### src/include/mips_cfg.svh
`ifndef MIPS_CFG_SVH
`define MIPS_CFG_SVH

`default_nettype none

// datapath width
`define MIPS_XLEN 32

// word address widths of the two memories
`define MIPS_IMEM_AW 8
`define MIPS_DMEM_AW 8

`define MIPS_RA_W 5

// v0 value that stops the core on syscall
`define MIPS_HALT_CODE 10

`default_nettype wire

`endif
### src/rtl/isa_pkg.sv
`default_nettype none

package isa_pkg;

    typedef enum logic [5:0] {
        OP_RTYPE = 6'h00,
        OP_J     = 6'h02,
        OP_JAL   = 6'h03,
        OP_BEQ   = 6'h04,
        OP_BNE   = 6'h05,
        OP_ADDI  = 6'h08,
        OP_ANDI  = 6'h0c,
        OP_ORI   = 6'h0d,
        OP_LW    = 6'h23,
        OP_SW    = 6'h2b
    } opcode_e;

    // funct field of opcode 0
    typedef enum logic [5:0] {
        FN_SYSCALL = 6'h0c,
        FN_ADD     = 6'h20,
        FN_SUB     = 6'h22,
        FN_AND     = 6'h24,
        FN_OR      = 6'h25,
        FN_SLT     = 6'h2a
    } funct_e;

    typedef enum logic [3:0] {
        ALU_ADD,
        ALU_SUB,
        ALU_AND,
        ALU_OR,
        ALU_SLT
    } alu_op_e;

endpackage

`default_nettype wire

### src/rtl/pipe_pkg.sv
`include "mips_cfg.svh"
`default_nettype none

package pipe_pkg;
    import isa_pkg::*;

    typedef logic [`MIPS_XLEN-1:0] word_t;
    typedef logic [`MIPS_RA_W-1:0] reg_t;

    typedef struct packed {
        word_t pc;
        word_t instr;
    } if_id_t;

    typedef struct packed {
        logic    regwe;
        logic    ramtoreg;
        logic    ramwe;
        logic    alusrc;
        logic    jal;
        logic    syscall;
        alu_op_e alu_op;
    } ctrl_t;

    typedef struct packed {
        word_t pc;
        ctrl_t ctrl;
        reg_t  rs;
        reg_t  rt;
        reg_t  rd;
        word_t imm;
        word_t r1;
        word_t r2;
    } id_ex_t;

    typedef struct packed {
        word_t pc;
        logic  regwe;
        logic  ramtoreg;
        logic  ramwe;
        logic  syscall;
        reg_t  rt;
        reg_t  rd;
        word_t result;
        word_t sdata;
    } ex_mem_t;

    typedef struct packed {
        logic  regwe;
        logic  ramtoreg;
        logic  syscall;
        reg_t  rd;
        word_t result;
        word_t ram_data;
    } mem_wb_t;

    typedef struct packed {
        logic  we;
        reg_t  addr;
        word_t data;
    } wb_t;

    typedef enum logic [1:0] {
        FWD_REG,
        FWD_MEM,
        FWD_WB
    } fwd_sel_e;

    typedef struct packed {
        fwd_sel_e id_a;
        fwd_sel_e id_b;
        fwd_sel_e ex_a;
        fwd_sel_e ex_b;
        fwd_sel_e ex_sd;
    } fwd_t;

    // operand mux shared by ID and EX
    function automatic word_t fwd_pick(fwd_sel_e sel, word_t rf, word_t mem, word_t wbd);
        case (sel)
            FWD_MEM: return mem;
            FWD_WB:  return wbd;
            default: return rf;
        endcase
    endfunction

endpackage

`default_nettype wire

### src/rtl/hazard_unit.sv
`timescale 1ns/1ps
`default_nettype none

module hazard_unit (
    input  pipe_pkg::reg_t    id_rs,
    input  pipe_pkg::reg_t    id_rt,
    input  logic              br_uses_reg,
    input  pipe_pkg::id_ex_t  id_ex,
    input  pipe_pkg::ex_mem_t ex_mem,
    input  pipe_pkg::wb_t     wb,
    output pipe_pkg::fwd_t    fwd,
    output logic              stall
);
    import pipe_pkg::*;

    logic load_use;
    logic ex_hit;
    logic mem_load_hit;

    // MEM wins over WB, a load in MEM has no data yet
    function automatic fwd_sel_e pick(reg_t r, ex_mem_t m, wb_t w);
        if (r == '0) return FWD_REG;
        if (m.regwe && !m.ramtoreg && (m.rd == r)) return FWD_MEM;
        if (w.we && (w.addr == r)) return FWD_WB;
        return FWD_REG;
    endfunction

    function automatic logic hits(reg_t dst, reg_t a, reg_t b);
        return (dst != '0) && ((dst == a) || (dst == b));
    endfunction

    assign fwd.id_a  = pick(id_rs, ex_mem, wb);
    assign fwd.id_b  = pick(id_rt, ex_mem, wb);
    assign fwd.ex_a  = pick(id_ex.rs, ex_mem, wb);
    assign fwd.ex_b  = id_ex.ctrl.alusrc ? FWD_REG : pick(id_ex.rt, ex_mem, wb);
    assign fwd.ex_sd = id_ex.ctrl.ramwe ? pick(id_ex.rt, ex_mem, wb) : FWD_REG;

    assign load_use     = id_ex.ctrl.ramtoreg && hits(id_ex.rd, id_rs, id_rt);
    // branch compares in ID, so an EX result or a MEM load is too late
    assign ex_hit       = id_ex.ctrl.regwe && hits(id_ex.rd, id_rs, id_rt);
    assign mem_load_hit = ex_mem.ramtoreg && hits(ex_mem.rd, id_rs, id_rt);

    assign stall = load_use || (br_uses_reg && (ex_hit || mem_load_hit));

endmodule

`default_nettype wire

### config.mk
export PLATFORM = sky130hd
export DESIGN_NAME = hazard_unit
export DESIGN_NICKNAME = d
export VERILOG_FILES = /design/src/rtl/isa_pkg.sv /design/src/rtl/pipe_pkg.sv /design/src/rtl/hazard_unit.sv
export VERILOG_INCLUDE_DIRS = /design/src /design/src/include
export SDC_FILE = /design/constraint.sdc
export NUM_CORES = 1
export LEC_CHECK = 0
export BUFFER_PORTS_ARGS = -buffer_cell sky130_fd_sc_hd__clkbuf_2
export CORE_AREA = 2 2 124 126
export DETAILED_ROUTE_END_ITERATION = 12
export DIE_AREA = 0 0 126 128
export PLACE_DENSITY = 0.45
export SYNTH_ARGS = -nofsm -noshare
export SYNTH_HDL_FRONTEND = slang
export SYNTH_SLANG_ARGS = --single-unit
### constraint.sdc
create_clock -name vclk -period 2.93
set_clock_uncertainty 0.05 [all_clocks]
set_input_delay 0.586 -clock vclk [all_inputs]
set_output_delay 0.586 -clock vclk [all_outputs]
set_load 0.05 [all_outputs]
---- Word level (Yosys, flattened, before mapping) ----
Index checks and enable logic that the tools add are counted.
word-level totals
  bits of input ports ..................... 312
  output and inout bits ................... 11
  bits in registers ....................... 0
operators by class
  mux-type cells .......................... 50
  eq/ne operators ......................... 10
  reduce and logical (&&, ||, !) cells .... 26
operator list
  cell                count
  2-to-1 mux 2 bit    26
  == test 5 bit       10
  2-to-1 mux 1 bit    24
  zero test 5 bit     4
  logical AND 1 bit   15
  nonzero test 5 bit  2
  logical OR 1 bit    4
  zero test 1 bit     1

---- Longest topological paths before layout ----
  depth after elaboration ................. 11
  mapped depth ............................ 6
  gate-level depth less buffers ........... 5

---- Worst setup path before layout ----
OpenSTA, ideal clock, no wires.
  kind .................................... input to output
  from .................................... in ex_mem[67] (netlist name)
  to ...................................... out fwd[0] (netlist name)
  cell stages on the path ................. 5
  arrival ................................. 2.450 ns
  slack ................................... -0.156 ns
  buffers on the path ..................... 1
  cells stage by stage .................... buf_2 -> xor2_1 -> nor4_1 -> nand3_1 -> nor3b_1
RTL lines
  what         line               text
  from (decl)  hazard_unit.sv:9   input pipe_pkg::ex_mem_t ex_mem,
  to (decl)    hazard_unit.sv:11  output pipe_pkg::fwd_t fwd,

==> impl_metrics.yaml <==
final_layout:
  layout_commonest_cell: "clkbuf_2"
  mostFrequentLayoutCells: "clkbuf_2 (54), xnor2_1 (26), xor2_1 (21)"
  antenna_cells: 0
  nFillCells: 1807
  multi_input_area_um2: 735.7
  ff_latch_area_um2: 0
  final_nets: 472
  fin_util: 0.08502
  areaGrowthSynthToFinish_pct: 68.33
  seq_cells: 0
  drive_gt1_frac: 0.3861
  n_clock_buffer: 0
detailed_routing:
  wl_per_cell_um: 11.50
  detail-route-antenna-nets: 0
  viasPerCell: 2.818
  dr.pass1.iters: 4
  drc_errors: 0
  drtIter0Drc: 13
  wl_um: 3978
  via_count: 975
power_and_ir_drop:
  vdd.ir_drop.worst_mv: 0.06487
  power.density_nw_per_um2: 121.2
  power_leakage_uw: 0.0004711
  p_total_uw: 153.1
hold_path:
  min_path_type: "in -> out"
setup_path:
  cp-start-kind: "input pin"
  crit_arrival_ns: 2.06
  critPathKind: "in -> out"
  worstPathMaxFanout: 4
  critical_path.endpoint: "fwd[1]"
  cp-startpoint: "wb[34]"
  cp.required_ns: 2.29
  worstSetupEndpointType: "primary output"
grt:
  globalRouteOverflowTotal: 0
  grt_max_degree: 7
  antenna_found_initial: 0
  grt_pass1_vias: 998
  grt_pass1_wl_um: 5851
  grt.total_usage: 0.04717
floorplan:
  initial_core_util: 0.05051
  coreArea_um2: 14860
  die_w_um: 126
  rows: 45
  die_area_um2: 16130
  ios: 323
  die_y_um: 128
yosys:
  syn_area_um2: 750.7
  syn_area_per_cell_um2: 7.016
  yosysWarnings: 0
  synth.distinct_cells: 25
  synth_nets: 419
  synth_cells: 107
  synth_seq_area_share: 0
placement:
  routabilityCongestion: 0.7879
  pre_cts_ws_ns: 0.2709
  port_buffers: 54
  hpwl_um: 3648
sta:
  period_share: 0.9212
  setup_ws_ns: 0.2308
  hold_violations: 0
  setup_violations: 0
  period_minus_slack_ns: 2.699
  timing.fmax_mhz: 370.5
  rsz0062_at_grt: "no"
  maxSlewHeadroom: 0.5497
  tightest_slew_ns: 0.6693
  setup_tns_ns: 0
  slew_violations: 0
clocking:
  cts_hold_buffers: 0
  cts_resized: 0
  cts_setup_buffers: 0
status:
  status: "completed"
flow_run:
  max_cap_viol_count: 0
worst min path at each step:
| stage | start | to | cells after the start |
|---|---|---|---|
| after global routing | id_ex[117] | fwd[2] | 3 |
| final | id_ex[117] | fwd[2] | 3 |
| after CTS | id_ex[117] | fwd[2] | 3 |
| after global placement | id_ex[117] | fwd[2] | 3 |
| after detailed placement | id_ex[117] | fwd[2] | 3 |
| after floorplan | id_ex[117] | fwd[2] | 1 |
cells by family (layout without fill, tap and decap cells):
| kind of cell | after synthesis | in the layout | synth area share |
|---|---|---|---|
| buf+inv | 7 | 58 | 0.04333 |
| xor+xnor | 47 | 47 | 0.5483 |
| compound gates | 10 | 10 | 0.1067 |
| simple gates | 43 | 43 | 0.3017 |
power by group:
part	switching [uW]	total, uW	leakage, uW	internal, uW
clock network	0	0	0	0
registers	0	0	0	0
logic	85.5	153	0.000471	67.6
worst max-delay path, cell delays in order:
cell and delay [ns]:
clkbuf_2 0.19, xnor2_1 0.14, nand4_1 0.11, nor4_1 0.52
and3_1 0.25, clkbuf_2 0.28
Yosys cell counts:
cell type  count  area share
a2111oi_2      1       0.020
a211oi_1       1       0.010
a21oi_1        2       0.013
a221oi_1       1       0.012
a31oi_1        1      0.0083
and3_1         1      0.0083
buf_2          4       0.027
clkbuf_2       1      0.0067
inv_1          2       0.010
nand2_1        6       0.030
nand3_1        6       0.040
nand4_1        3       0.025
nor2_1         9       0.045
nor2_2         1      0.0083
nor2b_1        1      0.0083
nor3_1         6       0.040
nor3b_1        1       0.010
nor4_1         2       0.017
o211ai_1       1       0.010
o21a_1         1       0.010
o221ai_1       1       0.012
o32ai_1        1       0.012
or4_1          7       0.070
xnor2_1       26        0.30
xor2_1        21        0.25
cell type report:
class                           instances  share of cell area
Multi-Input combinational cell        100              0.5822
Timing Repair Buffer                   56              0.2257
Tap cell                              188              0.1861
Inverter                                2            0.005941
routing by layer:
layer / track usage / vias up / routed length (um)
met3: 0.007930 / 4 / 279
li1: - / 479 / -
met1: 0.07944 / 441 / 2243
met4: 0 / 0 / 10
met2: 0.06420 / 51 / 1444
met5: 0 / - / 0
through the flow:
step | cell area [um^2] | cells | hold slack, ns
2_1_floorplan | 768.2 | 107 | 1.224
3_3_place_gp | 1264 | 346 | 1.484
3_5_place_dp | 1264 | 346 | 1.482
4_1_cts | 1264 | 346 | 1.484
5_1_grt | 1264 | 346 | 1.503
6_report | 1264 | 346 | 1.482
Note: power is estimated with default switching activity, not from simulation.
